--- src/common/attr_pkg.sv ---
package attr_pkg;

  // **************************************************
  // sizes and register map
  // **************************************************
  localparam int num_planes = 4;
  localparam int pan_w      = 4;
  localparam int color_w    = 6;
  localparam int pal_depth  = 16;

  localparam logic [4:0] reg_pan_idx  = 5'h13;  // horizontal pixel panning.
  localparam logic [4:0] reg_mode_idx = 5'h10;  // mode control.
  localparam logic [4:0] reg_pal_base = 5'h00;  // palette occupies 16 indices from here.

  // bit of the mode register data that selects 256-colour mode.
  localparam int mode_13_bit = 6;

  // **************************************************
  // data types
  // **************************************************
  typedef struct packed {
    logic [7:0] plane3;
    logic [7:0] plane2;
    logic [7:0] plane1;
    logic [7:0] plane0;
  } plane_bytes_t;

  typedef struct packed {
    logic [3:0]       rsvd;
    logic [pan_w-1:0] pp_ctl;
  } pan_fields_t;

  typedef struct packed {
    logic [1:0]         rsvd;
    logic [color_w-1:0] color;
  } pal_fields_t;

  // the write data byte means different things per register.
  typedef union packed {
    pan_fields_t pan;
    pal_fields_t pal;
  } reg_data_u;

  typedef struct packed {
    logic       strobe;
    logic [4:0] idx;
    reg_data_u  data;
  } reg_wr_t;

  typedef struct packed {
    logic               strobe;
    logic [3:0]         addr;
    logic [color_w-1:0] color;
  } pal_wr_t;

  typedef struct packed {
    logic [pan_w-1:0] pp_ctl;
    logic             mode_13;
    logic             by_4_syn_cclk;  // character phase for panning value 0.
  } pan_ctl_t;

endpackage

--- src/palette/palette_lookup.sv ---
`timescale 1ns/1ps

module palette_lookup (
  input  logic                     clk,
  input  logic                     r_n,
  input  attr_pkg::pal_wr_t        pal_wr,
  input  logic [3:0]               index,
  input  logic                     dot_en,
  output logic [attr_pkg::color_w-1:0] color,
  output logic                     color_vld
);

  import attr_pkg::*;

  logic [color_w-1:0] pal_mem [pal_depth];
  logic [color_w-1:0] rd_data;

  // **************************************************
  // palette storage
  // **************************************************
  always_ff @(posedge clk or negedge r_n) begin
    if (!r_n) begin
      for (int i = 0; i < pal_depth; i++) begin
        pal_mem[i] <= '0;
      end
    end else if (pal_wr.strobe) begin
      pal_mem[pal_wr.addr] <= pal_wr.color;
    end
  end

  // the read sees the array before this edge's write.
  assign rd_data = pal_mem[index];

  // **************************************************
  // colour output
  // **************************************************
  always_ff @(posedge clk or negedge r_n) begin
    if (!r_n) begin
      color     <= '0;
      color_vld <= 1'b0;
    end else begin
      color_vld <= dot_en;                 // one pulse per dot.
      if (dot_en) begin
        color <= rd_data;
      end
    end
  end

endmodule

--- src/serializer/pixel_panning.sv ---
`timescale 1ns/1ps

module pixel_panning (
  input  logic               clk,
  input  logic               r_n,
  input  logic               din,
  input  logic               clk_en,
  input  attr_pkg::pan_ctl_t pan_ctl,
  output logic               dout
);

  logic [8:0] shift_ff;
  logic [7:0] mux_ctl;
  logic [7:0] mux_ctl_hi;
  logic [7:0] int_d;

  // **************************************************
  // delay chain
  // **************************************************
  // din enters stage 8 every dot and also at the stage that mux_ctl
  // picks, so the delay to dout is the tap number plus one.
  always_comb begin
    for (int i = 0; i < 8; i++) begin
      int_d[i] = mux_ctl[i] ? din : shift_ff[i+1];
    end
  end

  always_ff @(posedge clk or negedge r_n) begin
    if (!r_n) begin
      shift_ff <= 9'b0;
    end else if (clk_en) begin
      shift_ff <= {din, int_d};
    end
  end

  assign dout = shift_ff[0];

  // **************************************************
  // tap select
  // **************************************************
  // values 8 to 15 only move the picture in 256-colour mode.
  assign mux_ctl_hi = pan_ctl.mode_13 ? 8'b0001_0000 : 8'b0000_0000;

  always_comb begin
    case (pan_ctl.pp_ctl)
      4'h0:    mux_ctl = (pan_ctl.mode_13 && pan_ctl.by_4_syn_cclk) ? 8'b0000_1000
                                                                  : 8'b1000_0000;
      4'h1:    mux_ctl = 8'b0100_0000;
      4'h2:    mux_ctl = pan_ctl.mode_13 ? 8'b0100_0000 : 8'b0010_0000;
      4'h3:    mux_ctl = 8'b0001_0000;
      4'h4:    mux_ctl = pan_ctl.mode_13 ? 8'b0010_0000 : 8'b0000_1000;
      4'h5:    mux_ctl = 8'b0000_0100;
      4'h6:    mux_ctl = pan_ctl.mode_13 ? 8'b0001_0000 : 8'b0000_0010;
      4'h7:    mux_ctl = 8'b0000_0001;  // shortest delay.
      default: mux_ctl = mux_ctl_hi;
    endcase
  end

  // **************************************************
  // checks
  // **************************************************
  // two taps would mix pixels from different dots.
  a_mux_onehot: assert property (
    @(posedge clk) disable iff (!r_n)
    $onehot0(mux_ctl)
  );

endmodule

--- src/serializer/plane_serializer.sv ---
`timescale 1ns/1ps

module plane_serializer (
  input  logic                   clk,
  input  logic                   r_n,
  input  logic                   load,
  input  attr_pkg::plane_bytes_t planes,
  input  logic                   dot_en,
  output logic [3:0]             bits
);

  import attr_pkg::*;

  logic [num_planes-1:0][7:0] plane_arr;
  logic [7:0]                 shift_q [num_planes];

  assign plane_arr = planes;  // plane0 lands at index 0.

  // **************************************************
  // per-plane shift registers
  // **************************************************
  for (genvar p = 0; p < num_planes; p++) begin : g_plane
    always_ff @(posedge clk or negedge r_n) begin
      if (!r_n) begin
        shift_q[p] <= 8'h00;
      end else if (load) begin
        shift_q[p] <= plane_arr[p];        // a new byte beats a pending dot.
      end else if (dot_en) begin
        shift_q[p] <= {shift_q[p][6:0], 1'b0};
      end
    end

    assign bits[p] = shift_q[p][7];        // leftmost pixel first.
  end

  // **************************************************
  // checks
  // **************************************************
  // When load and a dot coincide, the dot is dropped and the new
  // character shows its first pixel.
  a_load_priority: assert property (
    @(posedge clk) disable iff (!r_n)
    (load && dot_en) |=> bits == $past({planes.plane3[7], planes.plane2[7],
                                        planes.plane1[7], planes.plane0[7]})
  );

endmodule

--- src/source/attr_ctl.sv ---
`timescale 1ns/1ps

module attr_ctl (
  input  logic               clk,
  input  logic               r_n,
  input  attr_pkg::reg_wr_t  reg_wr,
  input  logic               load,
  input  logic               dot_en,
  output attr_pkg::pal_wr_t  pal_wr,
  output attr_pkg::pan_ctl_t pan_ctl
);

  import attr_pkg::*;

  logic [4:0]       pal_off;
  logic [7:0]       wr_byte;
  logic             pan_sel;
  logic             mode_sel;
  logic [pan_w-1:0] pp_ctl_q;
  logic             mode_13_q;
  logic [2:0]       dot_cnt;

  // **************************************************
  // register write decode
  // **************************************************
  assign wr_byte  = reg_wr.data;                   // raw byte, mode select is a single bit.
  assign pal_off  = reg_wr.idx - reg_pal_base;     // wraps high below the base.
  assign pan_sel  = reg_wr.strobe && (reg_wr.idx == reg_pan_idx);
  assign mode_sel = reg_wr.strobe && (reg_wr.idx == reg_mode_idx);

  // palette writes pass straight through in the same cycle.
  always_comb begin
    pal_wr.strobe = reg_wr.strobe && (pal_off < pal_depth);
    pal_wr.addr   = pal_off[3:0];
    pal_wr.color  = reg_wr.data.pal.color;
  end

  // **************************************************
  // panning and mode registers
  // **************************************************
  always_ff @(posedge clk or negedge r_n) begin
    if (!r_n) begin
      pp_ctl_q  <= '0;
      mode_13_q <= 1'b0;
    end else begin
      if (pan_sel) begin
        pp_ctl_q <= reg_wr.data.pan.pp_ctl;
      end
      if (mode_sel) begin
        mode_13_q <= wr_byte[mode_13_bit];
      end
    end
  end

  // **************************************************
  // dot counter
  // **************************************************
  // Counts dots inside the character. A load starts a new character,
  // so the count goes back to zero there even if a dot is pending.
  always_ff @(posedge clk or negedge r_n) begin
    if (!r_n) begin
      dot_cnt <= 3'd0;
    end else if (load) begin
      dot_cnt <= 3'd0;
    end else if (dot_en) begin
      dot_cnt <= dot_cnt + 3'd1;
    end
  end

  // in mode 13 four dots make one pixel, bit 2 marks the second half.
  assign pan_ctl = '{
    pp_ctl:        pp_ctl_q,
    mode_13:       mode_13_q,
    by_4_syn_cclk: dot_cnt[2]
  };

  // **************************************************
  // checks
  // **************************************************
  // a palette write only ever comes from a host write.
  a_pal_wr_src: assert property (
    @(posedge clk) disable iff (!r_n)
    $rose(pal_wr.strobe) |-> reg_wr.strobe
  );

endmodule

--- src/source/attr_top.sv ---
`timescale 1ns/1ps

module attr_top (
  input  logic                         clk,
  input  logic                         r_n,
  input  attr_pkg::reg_wr_t            reg_wr,
  input  logic                         load,
  input  attr_pkg::plane_bytes_t       planes,
  input  logic                         dot_en,
  output logic [attr_pkg::color_w-1:0] color,
  output logic                         color_vld
);

  import attr_pkg::*;

  pal_wr_t               pal_wr;
  pan_ctl_t              pan_ctl;
  logic [num_planes-1:0] ser_bits;
  logic [num_planes-1:0] pal_index;  // plane 3 is the index MSB.

  // **************************************************
  // control
  // **************************************************
  attr_ctl u_ctl (
    .clk     (clk),
    .r_n     (r_n),
    .reg_wr  (reg_wr),
    .load    (load),
    .dot_en  (dot_en),
    .pal_wr  (pal_wr),
    .pan_ctl (pan_ctl)
  );

  // **************************************************
  // pixel path
  // **************************************************
  plane_serializer u_ser (
    .clk    (clk),
    .r_n    (r_n),
    .load   (load),
    .planes (planes),
    .dot_en (dot_en),
    .bits   (ser_bits)
  );

  // every plane gets the same panning, so the planes stay aligned.
  for (genvar p = 0; p < num_planes; p++) begin : g_pan
    pixel_panning u_pan (
      .clk     (clk),
      .r_n     (r_n),
      .din     (ser_bits[p]),
      .clk_en  (dot_en),
      .pan_ctl (pan_ctl),
      .dout    (pal_index[p])
    );
  end

  palette_lookup u_pal (
    .clk       (clk),
    .r_n       (r_n),
    .pal_wr    (pal_wr),
    .index     (pal_index),
    .dot_en    (dot_en),
    .color     (color),
    .color_vld (color_vld)
  );

endmodule

--- config.mk ---
export PLATFORM = sky130hd
export DESIGN_NAME = attr_top
export DESIGN_NICKNAME = d
export VERILOG_FILES = /design/src/common/attr_pkg.sv /design/src/palette/palette_lookup.sv /design/src/serializer/pixel_panning.sv /design/src/serializer/plane_serializer.sv /design/src/source/attr_ctl.sv /design/src/source/attr_top.sv
export SDC_FILE = /design/constraint.sdc
export NUM_CORES = 1
export LEC_CHECK = 0
export BUFFER_PORTS_ARGS = -buffer_cell sky130_fd_sc_hd__buf_4
export CAP_MARGIN = 10
export CORE_ASPECT_RATIO = 1.75
export CORE_UTILIZATION = 40
export CTS_BUF_LIST = sky130_fd_sc_hd__clkbuf_4
export CTS_CLUSTER_DIAMETER = 50
export DETAILED_ROUTE_END_ITERATION = 12
export PLACE_DENSITY = 0.62
export SLEW_MARGIN = 20
export SYNTH_ARGS = -nofsm -noshare
export SYNTH_HDL_FRONTEND = slang
export SYNTH_SLANG_ARGS = --single-unit
export TNS_END_PERCENT = 20
--- constraint.sdc ---
create_clock -name clk -period 3.8 [get_ports clk]
set_input_delay 0.57 -clock clk [delete_from_list [all_inputs] [get_ports clk]]
set_output_delay 0.57 -clock clk [all_outputs]
set_load 0.02 [all_outputs]
Word-level counts from Yosys, hierarchy flattened

Index checks and enable logic that the tools add are counted.

Word-level logic and storage cells: 106
Bits of input ports: 50
Register bits after elaboration: 179

Reduce and logical (&&, ||, !) cells: 7
Bitwise operators: 2
Order comparisons: 4
Mux-type cells: 54
Equal/unequal tests: 9
$add $sub $neg: 1

Operators with widths:

| kind                                                                         | count |
|---|---|
| 96-bit bitwise mux                                                           | 1 |
| 8-bit two-way mux                                                            | 9 |
| 8-bit one-hot mux with 8 select lines                                        | 1 |
| 1-bit two-way mux                                                            | 32 |
| 6-bit binary-select mux with 4-bit select                                    | 1 |
| 6-bit demux with 4-bit select                                                | 1 |
| 6-bit two-way mux                                                            | 4 |
| 4-bit by 3-bit == test with 1-bit output, second input constant              | 4 |
| 5-bit == test, second input constant                                         | 2 |
| 5-bit greater-or-equal comparator, second input constant                     | 2 |
| 5-bit two-way mux                                                            | 2 |
| 4-bit inverter with 5-bit output                                             | 2 |
| 4-bit by 2-bit == test with 1-bit output, second input constant              | 2 |
| 7-bit two-way mux                                                            | 1 |
| 3-bit two-way mux                                                            | 2 |
| 1-bit logical AND                                                            | 5 |
| 5-bit by 1-bit less-than comparator with 1-bit output, second input constant | 1 |
| 5-bit less-than comparator, second input constant                            | 1 |
| 4-bit by 1-bit == test with 1-bit output, second input constant              | 1 |
| 4-bit zero test                                                              | 1 |
| 3-bit by 1-bit adder with 3-bit output, second input constant                | 1 |
| 2-bit nonzero test                                                           | 1 |

Logic depth before layout (Yosys ltp)

Gate-level depths: netlist of run 1.

Depth in word-level cells: 6
Mapped depth: 6
Mapped depth without buffers: 4

Cells and area by module

A second synthesis of run 1 with hierarchy kept.

Cells, all modules: 748
Area total of the unflattened synthesis: 9200.1 µm²

By module, submodules not included:

| module           | cells each | seq. area each (µm²) | instances | area each (µm²) |
|---|---|---|---|---|
| palette_lookup   | 294        | 2577.5               | 1         | 4719.5 |
| pixel_panning    | 68         | 225.2                | 4         | 624.3 |
| plane_serializer | 143        | 800.8                | 1         | 1521.5 |
| attr_ctl         | 39         | 200.2                | 1         | 461.7 |

Least setup slack after synthesis of run 1

Ideal clock, no wire load.

Path kind: input to register
From: input reg_wr[12] (netlist bit)
To: register u_pal.pal_mem[10] (netlist bit)
Stages: 5
Setup slack: 1.923 ns
Buffers on the path: 1
Arrival time: 1.752 ns
Cells stage by stage: nand2b_1 > nor3b_1 > and3_1 > buf_2 > mux2_2

Longest elaborated chain between the ends: 2

Ends and longest elaborated chain:

| element                        | line                 | text |
|---|---|---|
| start: declaration             | attr_top.sv:6        | `input attr_pkg::reg_wr_t reg_wr,` |
| 5-bit less-than comparator     | attr_ctl.sv:33       | `pal_wr.strobe = reg_wr.strobe && (pal_off < pal_depth);` |
| 1-bit logical AND              | attr_ctl.sv:33       |  |
| end signal: indexed assignment | palette_lookup.sv:27 | `pal_mem[pal_wr.addr] <= pal_wr.color;` |
| end: declaration               | palette_lookup.sv:15 | `logic [color_w-1:0] pal_mem [pal_depth];` |

No other way between the ends.
A chain may end at the register's enable or synchronous reset.

Worst setup path in the final report of run 1

From: register g_pan[1].u_pan.shift_ff[0]
To: register u_pal.color[3] (netlist bit)

Longest elaborated chain between the ends: 4

Ends and longest elaborated chain:

| element                                                | line                 | text |
|---|---|---|
| start: declaration                                     | pixel_panning.sv:12  | `logic [8:0] shift_ff;` |
| start signal: assignment                               | pixel_panning.sv:32  | `shift_ff <= {din, int_d};` |
| 4-bit inverter with 5-bit output (implied by the code) | palette_lookup.sv:32 | `assign rd_data = pal_mem[index];` |
| 6-bit binary-select mux with 4-bit select              | palette_lookup.sv:32 |  |
| 6-bit two-way mux (implied by the code) (2 in a row)   | palette_lookup.sv:32 |  |
| end signal: assignment                                 | palette_lookup.sv:44 | `color <= rd_data;` |
| end: declaration                                       | palette_lookup.sv:9  | `output logic [attr_pkg::color_w-1:0] color,` |

No other way between the ends. The select of a mux whose other input is x is not followed.

==> key figures, run 1 <==
Timing
  • Slew headroom: between 20% and 30%
  • Final number of setup-violating endpoints: 0
  • Final Hold Fails: 0
  • Unrepaired setup endpoints after global routing: false
  • Worst slew pin tran: approximately 1.0 ns
  • Fin worst setup slack: between 1.5 and 2 ns
  • Layout Skew: between 0.02 and 0.025 ns
  • Fin crit period: around 2.3 ns
  • Slew Viols, Final: 0
  • WHS: 0.0716 ns
  • Sum of negative setup slack: 0 ns
  • Fmax: 444 MHz
  • Period utilization: around 60%

Clocking
  • CTS H-tree depth: 4
  • Hold buffer count at cts: 0
  • Clock Latency Late Sink: slightly below 0.6 ns
  • # clock sinks: between 150 and 200
  • Cts bufs inserted: 17
  • Clk slew on worst S/H paths: ~0.16 ns
  • CTS tree: built
  • Setup bufs post-CTS: 0
  • Root cell of the clock tree: clkbuf_4
  • Clk buf depth: 2
  • PostCTS Resize Cnt: 0

Place
  • Post-Place Worst Slack: ~1.4 ns
  • Cell Area, Placed: between 8000 and 9000 um^2
  • IO Port Bufs: 55
  • DP HPWL: 12000 um
  • Gpl congestion: ~0.75
  • # placed instances: 901

GRT
  • Vias in the first global route: 5278
  • First-pass GRT wire length: 27300 um
  • Global Route Usage Sum: between 15 and 20%
  • Largest net degree at the start of global routing: 100
  • Initial antenna violation count: 1
  • Gr ovfl total: 0

Setup path
  • Crit-path slowest cell: dfrtp_1
  • Cell Chain, Critical Path: buf_4 > mux4_2 > o22ai_1 > a21oi_1
  • Worst setup SP type: flip-flop
  • CP required: around 4.2 ns
  • Largest delay share family, worst path: flip-flops
  • Worst R2R Setup Slack: 1.55 ns
  • FF-to-FF End: u_pal.color[3]
  • Cell count of the worst reg-to-reg path: 4
  • CP Launch Point: g_pan[1].u_pan.shift_ff[0]
  • Critical Path AT: about 2.7 ns
  • Crit path to: u_pal.color[3]
  • Crit path max fanout: 13
  • WS Path Type: reg2reg
  • WP buf/inv: 1
  • RR Startpoint: g_pan[1].u_pan.shift_ff[0]
  • Crit. End Element: flip-flop
  • WP depth: 4
  • Max incr delay on CP: roughly 0.9 ns

Die
  • Die width: between 100 and 150 um
  • Initial Util: roughly two fifths
  • Die ar.: about 21000 um^2
  • Die Ht: roughly 190 um
  • IO Count: 57
  • Std cell rows: approximately 70
  • CORE AREA: just over 20000 um^2

Final layout
  • Post-layout instance area: about 9100 um^2
  • Nets: slightly above 700
  • Area grow syn2layout: 10.3%
  • Fin util: 44.9%
  • Non-Filler Instances: a little over 900
  • Layout cells sized above 1: between 30 and 40%
  • Fill cell count: 1848

Synthesis
  • Top cells by count, synth: dfrtp_1 (179), mux2_2 (111), mux2i_1 (57), nand2_1 (48), nor2_1 (39)
  • Number of synthesized flops with an enable pin: 0
  • Sequential element share of the synthesized area: 54.5%
  • Mapped Avg Cell Area: approximately 13 um^2
  • Top cells by area, synth: dfrtp_1 (55%), mux2_2 (15%), mux2i_1 (6.9%), mux4_2 (4.4%), mux4_1 (2.6%)
  • Top FF cell, synth: dfrtp_1
  • Mapped Area: a little over 8000 um^2
  • Cells after synthesis: 640
  • Netlist cell types: 39
  • Syn. warnings: 0
  • Syn Nets: ~700
  • Async SR Flop Fraction: 100%
  • Post-synth top area share: a little over half
  • Yosys top cell by area: dfrtp_1
  • Most common cell in the netlist: dfrtp_1
  • FF+latch count, synth: 179

Power and ir drop
  • Worst vdd ir: 233 uV
  • Leakage: a little over 4 nW
  • Pwr dens: just over 500 nW/um^2
  • Final Power: approximately 4.6 mW

Routing
  • Routed WL: 17200 um
  • Post-route ant nets: 0
  • DRT Pass-1 Iters: 5
  • DR vias/cell: between 5 and 6
  • Residual DRC: 0
  • DR WL/cell: ~18 um
  • Vias: between 5000 and 6000
  • Iteration-0 DRC count of the detailed router: about 250

Job
  • Max Cap Viol: 0

Hold path
  • Hold Crit Class: in2async

Status
  • Status: finished clean
-- final cells by class --
type | instances | area [um^2] | share of cell area (%)
Sequential cell | 179 | 4480 | 49.4
Multi-Input combinational cell | 413 | 3510 | 38.7
Timing Repair Buffer | 61 | 487 | 5.37
Clock buffer | 18 | 135 | 1.49
Clock inverter | 13 | 138 | 1.52
Tap cell | 248 | 310 | 3.42
Antenna cell | 1 | 2.50 | 0.0276
-- layout by cell type (no fill, tap or decap), types with 11 or more instances in the layout --
cell type	instances
a21oi_1	34
mux4_2	16
o22ai_1	11
buf_4	58
nor2_1	39
o21ai_0	37
mux2i_1	57
mux2_2	111
clkbuf_4	18
dfrtp_1	179
nand2_1	48
-- flip-flops by register name, summed over array words and instances, names as in the netlist --
name and cells:
u_pal.pal_mem 96, u_ser.bits 4, u_pal.color_vld 1, u_ctl.mode_13_q 1, u_ctl.pp_ctl_q 4, u_ctl.dot_cnt 3, g_pan.u_pan.shift_ff 36, u_pal.color 6
u_ser.shift_q 28
-- per-layer routing --
layer  share of wire, %  track usage (%)
met5                  0                0
met4                2.4             7.59
met3                2.7             3.60
met2                 56             32.2
met1                 39             18.7
-- worst reg2reg max path, cell delays in order (launching register included) --
cell	delay, ns
dfrtp_1	0.91
buf_4	0.32
mux4_2	0.50
o22ai_1	0.28
a21oi_1	0.12
-- where the power goes --
part / switching [mW] / total [mW] / internal [mW]
combinational: 0.426 / 1.01 / 0.582
clock: 0.647 / 1.04 / 0.390
sequential: 0.284 / 2.54 / 2.26
total: 1.36 / 4.58 / 3.23
-- cells by family (layout without fill, tap and decap cells) --
| kind of cell | Yosys count | in the layout | synth area share [%] |
|---|---|---|---|
| other | 0 | 1 | 0 |
| DFF | 179 | 179 | 54.5 |
| adders and majority gates | 1 | 1 | 0.152 |
| buffers and inverters | 48 | 92 | 2.76 |
| xor gates and xnor gates | 2 | 2 | 0.213 |
| and+or+nand+nor | 127 | 127 | 7.28 |
| AOI/OAI and AO/OA | 91 | 91 | 5.98 |
| muxes | 192 | 192 | 29.1 |
-- how the worst min path moves through the flow --
stage                     depth (start not counted)                          to  slack (ns)
final                                             1  g_pan[2].u_pan.shift_ff[5]        0.07
after detailed placement                          1           u_pal.pal_mem[75]        0.49
after CTS                                         1  g_pan[2].u_pan.shift_ff[4]        0.07
after floorplan                                   0  g_pan[0].u_pan.shift_ff[0]        0.27
after global placement                            1           u_pal.pal_mem[40]        0.48
after global routing                              1  g_pan[2].u_pan.shift_ff[5]        0.10
Power figures use the tool's default switching activity.
==> run 2, diff against run 1 <==
--- a/config.mk
+++ b/config.mk
@@ -12,7 +12,7 @@
 export CTS_BUF_LIST = sky130_fd_sc_hd__clkbuf_4
 export CTS_CLUSTER_DIAMETER = 50
 export DETAILED_ROUTE_END_ITERATION = 12
-export PLACE_DENSITY = 0.62
+export PLACE_DENSITY = 0.64
 export SLEW_MARGIN = 20
 export SYNTH_ARGS = -nofsm -noshare
 export SYNTH_HDL_FRONTEND = slang
==> constraint.sdc (replaced) <==
create_clock -name clk -period 2.03 [get_ports clk]
set_input_delay 0.3045 -clock clk [delete_from_list [all_inputs] [get_ports clk]]
set_output_delay 0.3045 -clock clk [all_outputs]
set_load 0.02 [all_outputs]
==> run 2 against run 1 <==
Against the previous run: flip-flop and latch count did not move; first-iteration DRC count rose by 23%; sequential share of layout area fell by 2.2 points; register-to-register slack got worse by 1.3 ns; clock-buffer cell count fell by 1; cell count rose by 4.6%; clock power rose by 72%; combinational power rose by 100%; global-route usage rose by 0.22 points; utilization rose by 2.1 points; via count rose by 4.8%; sequential power rose by 85%; critical endpoint is now u_pal.color[0].
==> key figures, run 2 (synthesis gave the netlist of run 1 again) <==
Status
  • Status: finished clean

Timing
  • Fmax: about 550 MHz
  • Fin crit period: roughly 1.8 ns
  • Final number of setup-violating endpoints: 0
  • Period utilization: around 90%
  • WHS: about 0.10 ns
  • Sum of negative setup slack: 0 ns
  • Fin worst setup slack: ~0.21 ns
  • Slew Viols, Final: 0
  • Slew headroom: roughly 57%
  • Final Hold Fails: 0
  • Unrepaired setup endpoints after global routing: false
  • Layout Skew: about 0.031 ns
  • Worst slew pin tran: around 0.65 ns

Routing
  • DRT Pass-1 Iters: 8
  • Post-route ant nets: 0
  • DR vias/cell: about 5.4
  • Routed WL: between 15000 and 20000 um
  • DR WL/cell: 18.1 um
  • Residual DRC: 0
  • Iteration-0 DRC count of the detailed router: 311
  • Vias: approximately 5300

Clocking
  • CTS tree: built
  • Cts bufs inserted: 17
  • Clock Latency Late Sink: about 0.54 ns
  • Clk slew on worst S/H paths: approximately 0.16 ns
  • Root cell of the clock tree: clkbuf_4
  • CTS H-tree depth: 4
  • Setup bufs post-CTS: 0
  • Clk buf depth: 2
  • # clock sinks: 179
  • PostCTS Resize Cnt: 0
  • Hold buffer count at cts: 34

Setup path
  • Max incr delay on CP: 0.79 ns
  • Crit. End Element: flip-flop
  • Worst setup SP type: flip-flop
  • Crit-path slowest cell: dfrtp_1
  • WS Path Type: reg2reg
  • Cell Chain, Critical Path: nand2b_1 > o22ai_1 > a21oi_1
  • Crit path max fanout: 15
  • CP required: about 2.5 ns
  • Critical Path AT: 2.24 ns

Final layout
  • Nets: about 770
  • Biggest regs: u_pal.pal_mem: 96 flops, g_pan.u_pan.shift_ff: 36 flops, u_ser.shift_q: 28 flops
  • Max reg flops: 96
  • Most frequent cells in the layout: dfrtp_1 (179), mux2_2 (111), buf_4 (63)
  • Layout cells sized above 1: 31.6%
  • Area grow syn2layout: 15.5%
  • Commonest non-fill, non-tap cell in the layout: dfrtp_1
  • Largest register by flop count: u_pal.pal_mem
  • Fin util: between 40% and 50%
  • Fill cell count: about 1800

Die
  • IO Count: 57
  • CORE AREA: roughly 20000 um^2
  • Die Ht: 192 um
  • Std cell rows: 69
  • Die ar.: 21100 um^2
  • Initial Util: 40.7%
  • Die width: ~110 um

Power and ir drop
  • Share of power burned in registers: between 50% and 60%
  • Final Power: 8.54 mW
  • Int Power: around 6.0 mW
  • Sw Ratio: 29.9%
  • Leakage: roughly 4.3 nW
  • Pwr dens: between 800 and 900 nW/um^2
  • Clock network power share: 21.0%
  • Logic pwr share: about a quarter
  • P_sw: 2.55 mW
  • Worst vdd ir: a little under 500 uV

Place
  • Post-Place Worst Slack: 0.165 ns
  • Gpl congestion: about 0.77
  • DP HPWL: ~12000 um
  • IO Port Bufs: 55

GRT
  • Initial antenna violation count: 1
  • Largest net degree at the start of global routing: between 60 and 70
  • Global Route Usage Sum: 17.7%
  • Vias in the first global route: about 5600
  • Gr ovfl total: 0
  • First-pass GRT wire length: 28200 um

Job
  • Max Cap Viol: 0

Hold path
  • Hold Crit Class: in2reg
[run 2: changes by cell type in the layout (fill, tap and decap cells not counted)]
| cell | before | now |
|---|---|---|
| dlygate4sd3_1 | 0 | 34 |
| clkinvlp_4 | 7 | 0 |
| buf_4 | 58 | 63 |
| buf_12 | 2 | 6 |
| clkinv_2 | 0 | 3 |
| clkinv_1 | 2 | 4 |
| clkinv_4 | 1 | 3 |
| inv_6 | 1 | 3 |
| bufinv_16 | 2 | 1 |
| clkbuf_4 | 18 | 17 |
[run 2: through the flow]
| stage | area [um^2] | instances |
|---|---|---|
| after floorplan | 8220 | 640 |
| after global placement | 8900 | 910 |
| after detailed placement | 8900 | 910 |
| after CTS | 9490 | 975 |
| after global routing | 9490 | 976 |
| final | 9490 | 976 |
[run 2: path summary, 6_finish.rpt]
check                                      startpoint           endpoint  slack (ns)  cells after the start
max                        g_pan[3].u_pan.shift_ff[0]     u_pal.color[0]        0.21                      3
min                                            dot_en    u_pal.color_vld        0.10                      1
max reg2reg                g_pan[3].u_pan.shift_ff[0]     u_pal.color[0]        0.21                      3
min reg2reg                         u_pal.pal_mem[86]  u_pal.pal_mem[86]        0.51                      1
max in group asynchronous                         r_n  u_pal.pal_mem[65]        1.13                      3
min in group asynchronous                         r_n  u_ser.shift_q[11]        0.22                      2
[run 2: final cells by class]
cell class	count	area (um^2)	share of cell area [%]
multi-input cells	413	3510	37.0
clock inverters	14	113	1.19
diodes	1	2.50	0.0264
well taps	248	310	3.27
repair buffers	104	945	9.96
flip-flops and latches	179	4480	47.2
clock buffers	17	128	1.35
[run 2: per-layer routing]
layer	part of all wire (%)	GRT usage [%]
met1	39	19.5
met2	56	32.2
met3	2.0	2.58
met4	3.3	8.86
met5	0	0
[run 2: critical path: cells and delay by family, from the launching register on]
family / cells / cell delay (ns)
compound gates: 2 / 0.61
flops: 1 / 0.79
simple gates: 1 / 0.31
[run 2: power groups by stage]
stage          sequential [mW]  clock, mW  combinational (mW)
2_1_floorplan             4.58          0                1.49
3_3_place_gp              4.71          0                1.95
3_5_place_dp              4.77          0                2.01
4_1_cts                   4.70       1.88                2.07
5_1_grt                   4.78       2.00                2.22
6_report                  4.70       1.79                2.04
